### src/common/boot_rom_config.svh
`ifndef BOOT_ROM_CONFIG_SVH
`define BOOT_ROM_CONFIG_SVH

// ~~~~~~~~~~~~~~~~~~~~~~~~~~~~~~~~~~~~~~~~~~~~~~~~~~
// boot image geometry
// ~~~~~~~~~~~~~~~~~~~~~~~~~~~~~~~~~~~~~~~~~~~~~~~~~~

`define BOOT_IMAGE_WORDS 64 // number of 16-bit words copied out of flash.

`define BOOT_BANK_AW 5 // word address bits inside one RAM bank.

// ~~~~~~~~~~~~~~~~~~~~~~~~~~~~~~~~~~~~~~~~~~~~~~~~~~
// flash layout
// ~~~~~~~~~~~~~~~~~~~~~~~~~~~~~~~~~~~~~~~~~~~~~~~~~~

// The image starts one megabyte into the flash, past the FPGA bitstream.
`define BOOT_FLASH_BASE 24'h100000 // byte offset of word zero.

`endif

### src/common/boot_rom_pkg.sv
`include "boot_rom_config.svh"

package boot_rom_pkg;

  // ~~~~~~~~~~~~~~~~~~~~~~~~~~~~~~~~~~~~~~~~~~~~~~~~~~
  // data and address types
  // ~~~~~~~~~~~~~~~~~~~~~~~~~~~~~~~~~~~~~~~~~~~~~~~~~~

  typedef logic [15:0] word_t; // one instruction or data word.
  typedef logic [`BOOT_BANK_AW:0] ram_addr_t; // the top bit picks the bank.
  typedef logic [23:0] flash_addr_t; // flash byte address.

  // Request from any peer towards the arbiter.
  typedef struct packed {
    logic      valid;
    logic      write;
    ram_addr_t addr;
    word_t     wdata;
  } ram_req_t;

  // ~~~~~~~~~~~~~~~~~~~~~~~~~~~~~~~~~~~~~~~~~~~~~~~~~~
  // state machines
  // ~~~~~~~~~~~~~~~~~~~~~~~~~~~~~~~~~~~~~~~~~~~~~~~~~~

  typedef enum logic [2:0] {
    spi_idle, spi_command, spi_addr_hi, spi_addr_mid,
    spi_addr_lo, spi_data_hi, spi_data_lo, spi_done
  } spi_state_e;

  typedef enum logic [1:0] {load_request, load_wait, load_finished} load_state_e;

  typedef enum logic {apb_idle, apb_access} apb_state_e;

endpackage

### src/flash/spi_flash_reader.sv
module spi_flash_reader (
  input  logic                      clk,
  input  logic                      rst_n,
  input  logic                      rd_start,
  input  boot_rom_pkg::flash_addr_t rd_addr,
  output logic                      rd_done,
  output boot_rom_pkg::word_t       rd_data,
  output logic                      spi_cs,
  output logic                      spi_sclk,
  output logic                      spi_mosi,
  input  logic                      spi_miso
);

  boot_rom_pkg::spi_state_e state;
  logic [7:0] buffer; // shifts out on mosi and in from miso at the same time.
  logic [3:0] bit_cnt; // bits left in the current byte.

  // ~~~~~~~~~~~~~~~~~~~~~~~~~~~~~~~~~~~~~~~~~~~~~~~~~~
  // bus control and sequencing
  // ~~~~~~~~~~~~~~~~~~~~~~~~~~~~~~~~~~~~~~~~~~~~~~~~~~

  always_ff @(posedge clk) begin
    if (!rst_n) begin
      state    <= boot_rom_pkg::spi_idle;
      bit_cnt  <= 4'd0;
      rd_done  <= 1'b0;
      spi_cs   <= 1'b1;
      spi_sclk <= 1'b1; // mode 3 idles high.
      spi_mosi <= 1'b1;
    end else begin
      rd_done <= 1'b0;
      if (bit_cnt != 4'd0) begin
        if (spi_sclk) begin
          spi_sclk <= 1'b0; // falling edge launches the next bit.
          spi_mosi <= buffer[7];
        end else begin
          spi_sclk <= 1'b1; // rising edge, the datapath samples miso.
          bit_cnt  <= bit_cnt - 4'd1;
        end
      end else begin
        case (state)
          boot_rom_pkg::spi_idle: begin
            if (rd_start) begin
              spi_cs  <= 1'b0;
              bit_cnt <= 4'd8;
              state   <= boot_rom_pkg::spi_command;
            end
          end
          boot_rom_pkg::spi_command: begin
            bit_cnt <= 4'd8;
            state   <= boot_rom_pkg::spi_addr_hi;
          end
          boot_rom_pkg::spi_addr_hi: begin
            bit_cnt <= 4'd8;
            state   <= boot_rom_pkg::spi_addr_mid;
          end
          boot_rom_pkg::spi_addr_mid: begin
            bit_cnt <= 4'd8;
            state   <= boot_rom_pkg::spi_addr_lo;
          end
          boot_rom_pkg::spi_addr_lo: begin
            bit_cnt <= 4'd8; // first data byte follows the address directly.
            state   <= boot_rom_pkg::spi_data_hi;
          end
          boot_rom_pkg::spi_data_hi: begin
            bit_cnt <= 4'd8;
            state   <= boot_rom_pkg::spi_data_lo;
          end
          boot_rom_pkg::spi_data_lo: begin
            rd_done <= 1'b1;
            state   <= boot_rom_pkg::spi_done;
          end
          default: begin
            spi_cs <= 1'b1; // start requests are ignored in this cycle.
            state  <= boot_rom_pkg::spi_idle;
          end
        endcase
      end
    end
  end

  // ~~~~~~~~~~~~~~~~~~~~~~~~~~~~~~~~~~~~~~~~~~~~~~~~~~
  // shift buffer and word assembly
  // ~~~~~~~~~~~~~~~~~~~~~~~~~~~~~~~~~~~~~~~~~~~~~~~~~~

  always_ff @(posedge clk) begin
    if (bit_cnt != 4'd0) begin
      if (!spi_sclk) begin
        buffer <= {buffer[6:0], spi_miso};
      end
    end else begin
      case (state)
        boot_rom_pkg::spi_idle:     buffer <= 8'h03; // READ command.
        boot_rom_pkg::spi_command:  buffer <= rd_addr[23:16];
        boot_rom_pkg::spi_addr_hi:  buffer <= rd_addr[15:8];
        boot_rom_pkg::spi_addr_mid: buffer <= rd_addr[7:0];
        boot_rom_pkg::spi_data_hi:  rd_data[15:8] <= buffer; // big-endian, high byte first.
        boot_rom_pkg::spi_data_lo:  rd_data[7:0] <= buffer;
        default: ;
      endcase
    end
  end

endmodule

### src/flash/image_loader.sv
`include "boot_rom_config.svh"

module image_loader (
  input  logic                      clk,
  input  logic                      rst_n,
  output logic                      rd_start,
  output boot_rom_pkg::flash_addr_t rd_addr,
  input  logic                      rd_done,
  input  boot_rom_pkg::word_t       rd_data,
  output boot_rom_pkg::ram_req_t    load_req,
  output logic                      ready
);

  localparam boot_rom_pkg::ram_addr_t LAST_INDEX =
    boot_rom_pkg::ram_addr_t'(`BOOT_IMAGE_WORDS - 1);

  boot_rom_pkg::load_state_e state;
  boot_rom_pkg::ram_addr_t   index; // word being fetched from flash.

  always_ff @(posedge clk) begin
    if (!rst_n) begin
      state <= boot_rom_pkg::load_request;
      index <= '0;
    end else begin
      case (state)
        boot_rom_pkg::load_request: state <= boot_rom_pkg::load_wait;
        boot_rom_pkg::load_wait: begin
          if (rd_done) begin
            if (index == LAST_INDEX) begin
              state <= boot_rom_pkg::load_finished;
            end else begin
              index <= index + 1'b1;
              state <= boot_rom_pkg::load_request;
            end
          end
        end
        default: state <= boot_rom_pkg::load_finished; // stays here until reset.
      endcase
    end
  end

  assign rd_start = (state != boot_rom_pkg::load_finished);
  // each word occupies two flash bytes.
  assign rd_addr  = boot_rom_pkg::flash_addr_t'(`BOOT_FLASH_BASE)
                  + boot_rom_pkg::flash_addr_t'({index, 1'b0});
  assign ready    = (state == boot_rom_pkg::load_finished);

  always_comb begin
    load_req.valid = rd_done && (state == boot_rom_pkg::load_wait);
    load_req.write = 1'b1;
    load_req.addr  = index;
    load_req.wdata = rd_data;
  end

endmodule

### src/verilog/shadow_ram.sv
`include "boot_rom_config.svh"

module shadow_ram (
  input  logic                   clk,
  input  boot_rom_pkg::ram_req_t req,
  output boot_rom_pkg::word_t    rdata
);

  localparam int DEPTH = 1 << `BOOT_BANK_AW;

  boot_rom_pkg::word_t bank_lo [DEPTH];
  boot_rom_pkg::word_t bank_hi [DEPTH];
  boot_rom_pkg::word_t dout_lo;
  boot_rom_pkg::word_t dout_hi;
  logic [`BOOT_BANK_AW-1:0] word_addr;
  logic bank_sel;
  logic bank_sel_q; // bank of the read issued last cycle.

  assign word_addr = req.addr[`BOOT_BANK_AW-1:0];
  assign bank_sel  = req.addr[`BOOT_BANK_AW];

  // ~~~~~~~~~~~~~~~~~~~~~~~~~~~~~~~~~~~~~~~~~~~~~~~~~~
  // bank arrays
  // ~~~~~~~~~~~~~~~~~~~~~~~~~~~~~~~~~~~~~~~~~~~~~~~~~~

  always_ff @(posedge clk) begin
    if (req.valid) begin
      if (req.write && !bank_sel) begin
        bank_lo[word_addr] <= req.wdata;
      end
      if (req.write && bank_sel) begin
        bank_hi[word_addr] <= req.wdata;
      end
      dout_lo    <= bank_lo[word_addr]; // both banks read, the select picks one.
      dout_hi    <= bank_hi[word_addr];
      bank_sel_q <= bank_sel;
    end
  end

  // The select has to line up with the one-cycle array latency.
  assign rdata = bank_sel_q ? dout_hi : dout_lo;

endmodule

### src/verilog/ram_arbiter.sv
module ram_arbiter (
  input  logic                   clk,
  input  logic                   rst_n,
  input  logic                   ready,
  input  boot_rom_pkg::ram_req_t load_req,
  input  boot_rom_pkg::ram_req_t fetch_req,
  input  boot_rom_pkg::ram_req_t apb_req,
  output logic                   load_gnt,
  output logic                   fetch_gnt,
  output logic                   apb_gnt,
  output boot_rom_pkg::ram_req_t mem_req,
  input  boot_rom_pkg::word_t    rdata,
  output boot_rom_pkg::word_t    fetch_data
);

  logic fetch_won_q; // fetch owned the RAM in the previous cycle.

  // ~~~~~~~~~~~~~~~~~~~~~~~~~~~~~~~~~~~~~~~~~~~~~~~~~~
  // fixed priority: loader, fetch, APB
  // ~~~~~~~~~~~~~~~~~~~~~~~~~~~~~~~~~~~~~~~~~~~~~~~~~~

  // Only the loader may touch the RAM before the image is complete.
  assign load_gnt  = load_req.valid;
  assign fetch_gnt = ready && fetch_req.valid && !load_req.valid;
  assign apb_gnt   = ready && apb_req.valid && !fetch_req.valid && !load_req.valid;

  always_comb begin
    if (load_gnt) begin
      mem_req = load_req;
    end else if (fetch_gnt) begin
      mem_req = fetch_req;
    end else if (apb_gnt) begin
      mem_req = apb_req;
    end else begin
      mem_req = '0; // idle cycle, nothing reaches the RAM.
    end
  end

  // ~~~~~~~~~~~~~~~~~~~~~~~~~~~~~~~~~~~~~~~~~~~~~~~~~~
  // fetch return path
  // ~~~~~~~~~~~~~~~~~~~~~~~~~~~~~~~~~~~~~~~~~~~~~~~~~~

  always_ff @(posedge clk) begin
    if (!rst_n) begin
      fetch_won_q <= 1'b0;
    end else begin
      fetch_won_q <= fetch_gnt;
    end
  end

  assign fetch_data = fetch_won_q ? rdata : '0; // zero while loading too.

endmodule

### src/verilog/apb_ram_port.sv
module apb_ram_port (
  input  logic                    clk,
  input  logic                    rst_n,
  input  logic                    psel,
  input  logic                    penable,
  input  logic                    pwrite,
  input  boot_rom_pkg::ram_addr_t paddr,
  input  boot_rom_pkg::word_t     pwdata,
  output boot_rom_pkg::word_t     prdata,
  output logic                    pready,
  output boot_rom_pkg::ram_req_t  apb_req,
  input  logic                    apb_gnt,
  input  boot_rom_pkg::word_t     rdata
);

  boot_rom_pkg::apb_state_e state;

  // ~~~~~~~~~~~~~~~~~~~~~~~~~~~~~~~~~~~~~~~~~~~~~~~~~~
  // transfer tracking
  // ~~~~~~~~~~~~~~~~~~~~~~~~~~~~~~~~~~~~~~~~~~~~~~~~~~

  always_ff @(posedge clk) begin
    if (!rst_n) begin
      state  <= boot_rom_pkg::apb_idle;
      pready <= 1'b0;
    end else begin
      pready <= 1'b0;
      case (state)
        boot_rom_pkg::apb_idle: begin
          if (psel && !penable) begin
            state <= boot_rom_pkg::apb_access; // setup phase seen.
          end
        end
        default: begin
          if (apb_gnt) begin
            pready <= 1'b1; // RAM data arrives together with pready.
            state  <= boot_rom_pkg::apb_idle;
          end
        end
      endcase
    end
  end

  // The request stays up for as long as the arbiter holds it off.
  always_comb begin
    apb_req.valid = (state == boot_rom_pkg::apb_access) && psel && penable;
    apb_req.write = pwrite;
    apb_req.addr  = paddr;
    apb_req.wdata = pwdata;
  end

  assign prdata = rdata; // valid in the pready cycle.

endmodule

### src/verilog/boot_rom_top.sv
module boot_rom_top (
  input  logic                    clk,
  input  logic                    rst_n,
  input  logic                    fetch_en,
  input  boot_rom_pkg::ram_addr_t fetch_addr,
  output boot_rom_pkg::word_t     instruction,
  output logic                    ready,
  input  logic                    psel,
  input  logic                    penable,
  input  logic                    pwrite,
  input  boot_rom_pkg::ram_addr_t paddr,
  input  boot_rom_pkg::word_t     pwdata,
  output boot_rom_pkg::word_t     prdata,
  output logic                    pready,
  output logic                    spi_cs,
  output logic                    spi_sclk,
  output logic                    spi_mosi,
  input  logic                    spi_miso
);

  logic                      rd_start;
  logic                      rd_done;
  boot_rom_pkg::flash_addr_t rd_addr;
  boot_rom_pkg::word_t       rd_data;
  boot_rom_pkg::ram_req_t    load_req;
  boot_rom_pkg::ram_req_t    fetch_req;
  boot_rom_pkg::ram_req_t    apb_req;
  boot_rom_pkg::ram_req_t    mem_req;
  boot_rom_pkg::word_t       rdata;
  logic                      load_gnt; // the loader is never held off.
  logic                      fetch_gnt; // always granted once ready is high.
  logic                      apb_gnt;

  // fetches are plain reads.
  assign fetch_req = '{valid: fetch_en, write: 1'b0, addr: fetch_addr, wdata: '0};

  spi_flash_reader u_spi_flash_reader (
    .clk(clk), .rst_n(rst_n),
    .rd_start(rd_start), .rd_addr(rd_addr), .rd_done(rd_done), .rd_data(rd_data),
    .spi_cs(spi_cs), .spi_sclk(spi_sclk), .spi_mosi(spi_mosi), .spi_miso(spi_miso)
  );

  image_loader u_image_loader (
    .clk(clk), .rst_n(rst_n),
    .rd_start(rd_start), .rd_addr(rd_addr), .rd_done(rd_done), .rd_data(rd_data),
    .load_req(load_req), .ready(ready)
  );

  ram_arbiter u_ram_arbiter (
    .clk(clk), .rst_n(rst_n), .ready(ready),
    .load_req(load_req), .fetch_req(fetch_req), .apb_req(apb_req),
    .load_gnt(load_gnt), .fetch_gnt(fetch_gnt), .apb_gnt(apb_gnt),
    .mem_req(mem_req), .rdata(rdata), .fetch_data(instruction)
  );

  apb_ram_port u_apb_ram_port (
    .clk(clk), .rst_n(rst_n),
    .psel(psel), .penable(penable), .pwrite(pwrite), .paddr(paddr), .pwdata(pwdata),
    .prdata(prdata), .pready(pready),
    .apb_req(apb_req), .apb_gnt(apb_gnt), .rdata(rdata)
  );

  shadow_ram u_shadow_ram (
    .clk(clk), .req(mem_req), .rdata(rdata)
  );

endmodule

### config.mk
export PLATFORM = sky130hd
export DESIGN_NAME = boot_rom_top
export DESIGN_NICKNAME = d
export VERILOG_FILES = /design/src/common/boot_rom_pkg.sv /design/src/flash/spi_flash_reader.sv /design/src/flash/image_loader.sv /design/src/verilog/shadow_ram.sv /design/src/verilog/ram_arbiter.sv /design/src/verilog/apb_ram_port.sv /design/src/verilog/boot_rom_top.sv
export VERILOG_INCLUDE_DIRS = /design/src /design/src/common
export SDC_FILE = /design/constraint.sdc
export NUM_CORES = 1
export LEC_CHECK = 0
export BUFFER_PORTS_ARGS = -buffer_cell sky130_fd_sc_hd__buf_2
export CORE_ASPECT_RATIO = 1.2
export CORE_MARGIN = 4
export CORE_UTILIZATION = 56
export CTS_BUF_LIST = sky130_fd_sc_hd__clkbuf_16
export CTS_CLUSTER_DIAMETER = 30
export DETAILED_ROUTE_END_ITERATION = 12
export PLACE_DENSITY = 0.77
export SLEW_MARGIN = 0
export SYNTH_ARGS = -nofsm -noshare
export SYNTH_HDL_FRONTEND = slang
export SYNTH_SLANG_ARGS = --single-unit
### constraint.sdc
create_clock -name clk -period 3 [get_ports clk]
set_clock_uncertainty 0.15 [all_clocks]
set_input_delay 0.15 -clock clk [delete_from_list [all_inputs] [get_ports clk]]
set_output_delay 0.15 -clock clk [all_outputs]
set_load 0.01 [all_outputs]
## Word-level counts from Yosys, hierarchy flattened

Memories as Yosys holds them, arrays and structs flattened. A register that Yosys moved wholly into a read port is not among the register bits.
Index checks and enable logic that the tools add are counted.
Widths: inputs -> output; s select.

| storage, ports and cells | value |
|---|---|
| memory bits (writable) | 1024 |
| output and inout bits | 37 |
| memories | 2 |
| flip-flop bits (word level) | 47 |
| input port bits | 35 |

Memory list:

| memory | depth | width | read ports | clocked after memory_dff | write ports | line | RTL |
|---|---|---|---|---|---|---|---|
| u_shadow_ram.bank_hi | 32 | 16 | 1 | 1 | 1 | shadow_ram.sv:12 | `boot_rom_pkg::word_t bank_hi [DEPTH];` |
| u_shadow_ram.bank_lo | 32 | 16 | 1 | 1 | 1 | shadow_ram.sv:11 | `boot_rom_pkg::word_t bank_lo [DEPTH];` |

| cells by class | value |
|---|---|
| $add $sub $neg | 3 |
| equality and inequality tests | 14 |
| multiplexer cells | 31 |
| bitwise logic cells | 4 |
| reductions and logical operators | 32 |

Operators with widths:

| kind | count |
|---|---|
| $mux 24 | 3 |
| $mux 16 | 2 |
| $pmux 8 s4 | 1 |
| $add 21x7->22 const A | 1 |
| $pmux 3 s7 | 1 |
| $mux 8 | 2 |
| $mux 1 | 13 |
| $mux 4 | 3 |
| $reduce_and 2->1 | 6 |
| $logic_and 1x1->1 | 11 |
| $eq 3x3->1 const B | 3 |
| $reduce_and 3->1 | 3 |
| $ne 2x2->1 const B | 4 |
| $pmux 4 s2 | 1 |
| $add 6x1->6 const B | 1 |
| $eq 3x2->1 const B | 2 |
| $eq 6x6->1 const B | 1 |
| $reduce_or 6->1 | 1 |
| $reduce_bool 5->1 | 1 |
| $reduce_or 5->1 | 1 |
| $logic_not 1->1 | 4 |
| $mux 2 | 2 |
| $not 1->1 | 4 |
| $pmux 2 s2 | 1 |
| 12 further kinds | 12 |

## Depth between registers and ports, before layout

| logic depth | value |
|---|---|
| depth after elaboration | 13 |
| mapped depth | 12 |

## Modules after synthesis

A second synthesis with hierarchy kept.

| unflattened totals | value |
|---|---|
| cells, all modules | 2501 |
| area total of the unflattened synthesis | 43868.3 um2 |

Modules (own cells, without submodules):

| module | cells an instance | area each (um2) | times used | sequential area each (um2) |
|---|---|---|---|---|
| shadow_ram | 2170 | 40660.2 | 1 | 31740.4 |
| spi_flash_reader | 123 | 1526.5 | 1 | 940.9 |
| image_loader | 84 | 695.7 | 1 | 160.2 |
| ram_arbiter | 77 | 614.3 | 1 | 20.0 |
| apb_ram_port | 46 | 367.9 | 1 | 40.0 |
| boot_rom_top | 1 | 3.8 | 1 | 0.0 |

## Worst setup path before layout

No wires, ideal clock.

| timing | value |
|---|---|
| path type | reg2reg |
| from | register u_image_loader.state[1] |
| to | memory u_shadow_ram.bank_hi[10][0] (netlist name), enable pin |
| library setup time | 388 ps |
| data required time | 2462 ps |
| period minus slack after synthesis | 3076 ps |
| stages on the path, launching flop included | 11 |
| data arrival time | 2538 ps |
| path slack | -76 ps |
| cells stage by stage | dfxtp_1 -> buf_4 -> nand3b_1 -> buf_2 -> o211ai_2 -> o21ai_1 -> buf_2 -> buf_4 -> buf_2 -> nand3_1 -> nor2_1 |

| on the way | value |
|---|---|
| longest elaborated chain between the ends | 11 |
| elaborated cells between the ends (all ways) | 16 |
| classes of those cells | 2 x eq/ne; 6 x mux; 8 x reduce/logical |

Ends and longest elaborated chain:

| what | line | RTL |
|---|---|---|
| start, declared | image_loader.sv:17 | `boot_rom_pkg::load_state_e state;` |
| start signal, assigned | image_loader.sv:22 | `state <= boot_rom_pkg::load_request;` |
| start signal, assigned | image_loader.sv:26 | `boot_rom_pkg::load_request: state <= boot_rom_pkg::load_wait;` |
| start signal, assigned | image_loader.sv:30 | `state <= boot_rom_pkg::load_finished;` |
| $eq 2x2->1 / $eq 2x1->1 (equally long branches) | image_loader.sv:46, image_loader.sv:49 |  |
| $logic_and 1x1->1 (on tied branches) | ram_arbiter.sv:25, image_loader.sv:49 |  |
| $logic_and 1x1->1 / $logic_not 1->1 (equally long branches) | ram_arbiter.sv:25, ram_arbiter.sv:24 |  |
| $logic_and 1x1->1 | ram_arbiter.sv:25 | `assign apb_gnt = ready && apb_req.valid && !fetch_req.valid && !load_req.valid;` |
| $mux 24 | ram_arbiter.sv:32 | `end else if (apb_gnt) begin` |
| $mux 24 | ram_arbiter.sv:30 | `end else if (fetch_gnt) begin` |
| $mux 24 (*) | ram_arbiter.sv:28 | `if (load_gnt) begin` |
| $logic_and 1x1->1 | shadow_ram.sv:31 | `if (req.write && bank_sel) begin` |
| $mux 1 | shadow_ram.sv:31 |  |
| $mux 1 | shadow_ram.sv:27 | `if (req.valid) begin` |
| $mux 1 (not written as such) | shadow_ram.sv:32 | `bank_hi[word_addr] <= req.wdata;` |
| end, declared | shadow_ram.sv:12 |  |

Every way passes the cells marked *; elsewhere a longest branch is shown, timed or not.

## Worst setup path in the final report

| timing | value |
|---|---|
| from | register u_image_loader.state[1] |
| to | register u_shadow_ram.dout_lo[13] (read register of u_shadow_ram.bank_lo), data pin |

| on the way | value |
|---|---|
| longest elaborated chain between the ends | 7 |
| elaborated cells between the ends (all ways) | 12 |
| classes of those cells | 2 x eq/ne; 3 x mux; 7 x reduce/logical |

Ends and longest elaborated chain:

| what | line | RTL |
|---|---|---|
| $eq 2x2->1 / $eq 2x1->1 (equally long branches) | image_loader.sv:46, image_loader.sv:49 |  |
| $logic_and 1x1->1 (on tied branches) | ram_arbiter.sv:25, image_loader.sv:49 |  |
| $logic_and 1x1->1 / $logic_not 1->1 (equally long branches) | ram_arbiter.sv:25, ram_arbiter.sv:24 |  |
| $logic_and 1x1->1 | ram_arbiter.sv:25 |  |
| $mux 24 | ram_arbiter.sv:32 |  |
| $mux 24 | ram_arbiter.sv:30 |  |
| $mux 24 (*) | ram_arbiter.sv:28 |  |
| end, declared | shadow_ram.sv:13 | `boot_rom_pkg::word_t dout_lo;` |

Marked as above.
A chain may end at the register's enable or synchronous reset.

==> results.toml <==
[outcome]
status = "finished with violations"
violations = "setup timing"

[placement]
port_buffers = 71
pre_cts_ws_ps = -540.2
detailed_place_hpwl_um = 65010
routabilityCongestion = 0.9335

[worst_setup_path]
r2r_start = "u_image_loader.state[1]$_SDFFE_PN0P_"
cp_slowest_cell = "nor4_4"
crit_required_ps = 3320
critPathTopFamily = "buffers and inverters"
max_stage_delay_ps = 460
path_cells = "nand3b_1, buf_6, o211ai_2, o21ai_4, buf_12, buf_12, buf_12, buf_4, mux2i_1, o22ai_1, nor4_4, nand2_1"
reg2reg_depth = 12
end_kind = "register"
critical_path_buf_inv_count = 5
path_max_fanout = 15
crit_type = "reg2reg"
start_kind = "register"
r2r_end = "u_shadow_ram.dout_lo[13]$_DFFE_PP_"
critical_path.most_common_cell = "buf_12"
arrival_ps = 3370
r2r_slack_ps = -60

[cells_and_area]
utilization_pct = 70.14
nets = 2795
diodes = 0
final_cell_mix = "edfxtp_1, mux2i_1, o22ai_1"
drive_above_1_share_pct = 24.52
syn_to_final_growth_pct = 23.91
layout_commonest_cell = "edfxtp_1"

[worst_hold_path]
hold_end = "u_shadow_ram.bank_hi[30][5]$_DFFE_PP_"
min_from = "pwdata[5]"
hold_class = "in2reg"
min_path_cells = 3

[logic_synthesis]
yosysWarnings = 0
synth-edff-count = 1081
syn_area_um2 = 42540
synthFlopType = "edfxtp_1"
syn_nets = 2429
synth.avg_cell_area_um2 = 17.81
synth-seq-area-share_pct = 77.34
synth_top_cell_area_share_pct = 76.31
syn_inst = 2389
synth_top_area_cell = "edfxtp_1"
synth.ff_latch_count = 1103
synth.distinct_cells = 52
synth_area_leaders = "edfxtp_1, mux2i_1, o22ai_1"
synthArstFlopShare_pct = 0

[timing]
slew_headroom_pct = 35.62
hold_viol_final = 0
setup_slack_ps = -56.32
rsz0062_at_grt = "true"
fin_crit_ps = 3056
drv_slew = 0
setup_viol = 4
period_share_pct = 101.9
fmax_mhz = 327.2
worst_pin_slew_ps = 965.7

[cts]
cts_buffers = 143
clock_path_buffers = 3
clock_latency_ps = 740
clk_pin_slew_ps = 60
cts-root-buf = "clkbuf_16"
clock_sinks = 1103
htree_levels = 4
cts_tree = "built"

[floorplan]
fp-row-count = 110
io_pins = 72
dieWidth_um = 259.6
die_area_um2 = 80460
die_height_um = 309.9
coreArea_um2 = 75150
initial_core_util_pct = 56.61

[route]
routed_wl_um = 114600
vias = 24927
drc_errors = 0
wl_per_cell_um = 29.55
dr.pass1.iters = 7
drtAntennaViolNets = 0
drt_first_iter_violations = 3101
vias_per_cell = 6.426

[pwr]
combinationalPowerShare_pct = 2.1
ir_drop_mv = 0.6705
seq_power_share_pct = 49.2
p_leak_uw = 0.02304
total_power_uw = 34510
swShare_pct = 21.20
power_switching_uw = 7318
p_int_uw = 27190
powerDensity_nw_per_um2 = 654.7
p_clk_share_pct = 48.7

[global_routing]
antenna_found_initial = 4
grt_pass1_vias = 24691
grt_start_max_net_pins = 65
grt_usage_pct = 27.44
grt_pass1_wl_um = 161600
grt-ovfl-total = 0

[job]
cap_violations = 0
tightest hold or removal path: cells and delay by family:
family,cells,cell delay [ps]
AOI/OAI and AO/OA,1,160
buffers and inverters,2,380
through the flow:
stage | instance area (um2) | hold WS [ps] | cells | setup TNS (ps)
final | 52710 | 9.404 | 3879 | -90.55
after global placement | 46500 | 222.8 | 3564 | -26860
after CTS | 52010 | 5.476 | 3857 | 0
after detailed placement | 46500 | 233.1 | 3564 | -63230
after global routing | 52710 | 23.62 | 3879 | -3703
after floorplan | 42540 | 61.94 | 2389 | -37020
logic make-up after synthesis:
| logic type | synth area share, % |
|---|---|
| xor gates and xnor gates | 0.1441 |
| buffers and inverters | 1.503 |
| DFF | 77.34 |
| and+or+nand+nor | 3.612 |
| muxes | 12.49 |
| AOI/OAI and AO/OA | 4.759 |
| adders and majority gates | 0.1471 |
flip-flops by register name, summed over array words and instances (netlist names):
| name | flops |
|---|---|
| u_spi_flash_reader.spi_mosi | 1 |
| u_shadow_ram.bank_lo | 512 |
| u_spi_flash_reader.rd_data | 16 |
| u_spi_flash_reader.state | 3 |
| u_shadow_ram.bank_hi | 512 |
| u_spi_flash_reader.spi_sclk | 1 |
| u_spi_flash_reader.buffer | 8 |
| u_spi_flash_reader.spi_cs | 1 |
| u_spi_flash_reader.bit_cnt | 4 |
| u_ram_arbiter.fetch_won_q | 1 |
| u_shadow_ram.bank_sel_q | 1 |
| u_image_loader.index | 6 |
| u_spi_flash_reader.rd_done | 1 |
| u_shadow_ram.dout_lo | 16 |
| u_apb_ram_port.state | 1 |
| u_image_loader.state | 2 |
| u_shadow_ram.dout_hi | 16 |
| u_apb_ram_port.pready | 1 |
cell type report:
cell class | count | area [um2]
flip-flops and latches | 1103 | 32910
repair buffers | 349 | 4013
clock inverters | 117 | 1152
inverters | 4 | 15.01
clock buffers | 144 | 3603
multi-input cells | 1154 | 9756
well taps | 1008 | 1261
fillers | 4338 | 22440
worst max-delay path by stage:
stage | cells after the start | startpoint | slack [ps] | end
4_1_cts | 11 | u_image_loader.state[1]$_SDFFE_PN0P_ | 0.5 | u_shadow_ram.dout_hi[9]$_DFFE_PP_
5_1_grt | 12 | u_image_loader.state[1]$_SDFFE_PN0P_ | -140 | u_shadow_ram.dout_lo[13]$_DFFE_PP_
3_3_place_gp | 11 | u_image_loader.state[1]$_SDFFE_PN0P_ | -480 | u_shadow_ram.dout_hi[3]$_DFFE_PP_
3_5_place_dp | 11 | u_image_loader.state[1]$_SDFFE_PN0P_ | -540 | u_shadow_ram.dout_hi[9]$_DFFE_PP_
6_report | 12 | u_image_loader.state[1]$_SDFFE_PN0P_ | -60 | u_shadow_ram.dout_lo[13]$_DFFE_PP_
2_1_floorplan | 10 | u_image_loader.state[1]$_SDFFE_PN0P_ | -80 | u_shadow_ram.bank_hi[10][0]$_DFFE_PP_
power by group through the flow:
stage | Sequential (uW) | Combinational (uW) | Clock (uW)
2_1_floorplan | 17200 | 461 | 0
3_3_place_gp | 17300 | 622 | 0
3_5_place_dp | 17300 | 659 | 0
4_1_cts | 17000 | 686 | 16900
5_1_grt | 17000 | 774 | 17700
6_report | 17000 | 720 | 16800
layer usage:
| layer | part of all wire [%] | vias up | track usage [%] |
|---|---|---|---|
| li1 | - | 10410 | - |
| met1 | 35 | 12481 | 34.29 |
| met2 | 51 | 1734 | 46.96 |
| met3 | 9.7 | 302 | 5.421 |
| met4 | 4.7 | 0 | 12.40 |
| met5 | 0 | - | 0 |
what timing repair did:
item,in CTS,in global routing
buffers inserted,9,15
hold endpoints to repair,448,0
resized for setup,64,92
hold buffers,21,0
cloned,2,7
setup endpoints to repair,523,923
pin swaps,8,21
synth_stat cells, types with 2 or more instances:
library cell  number
nand3_1           17
o31ai_1            2
nor2_1            90
xnor2_1            2
nor2b_1            4
a21o_1             2
nand2_1           59
o21ai_0            2
and4b_1            3
or3_1              5
inv_1              4
nand3_2            6
o211ai_1           2
o22ai_1          258
and2_1            21
clkbuf_1          23
a22o_1            16
mux2_2            16
nand4b_1           3
and3_1             7
mux2i_1          513
nand3b_1           3
xor2_1             5
buf_4              5
buf_2             97
buf_1              4
a21oi_1           12
ha_1               5
edfxtp_1        1081
nor3_1             7
a31oi_1            3
and3b_1            2
nor4_1            67
dfxtp_1           22
nand4_1            4
Power figures use the tool's default switching activity.
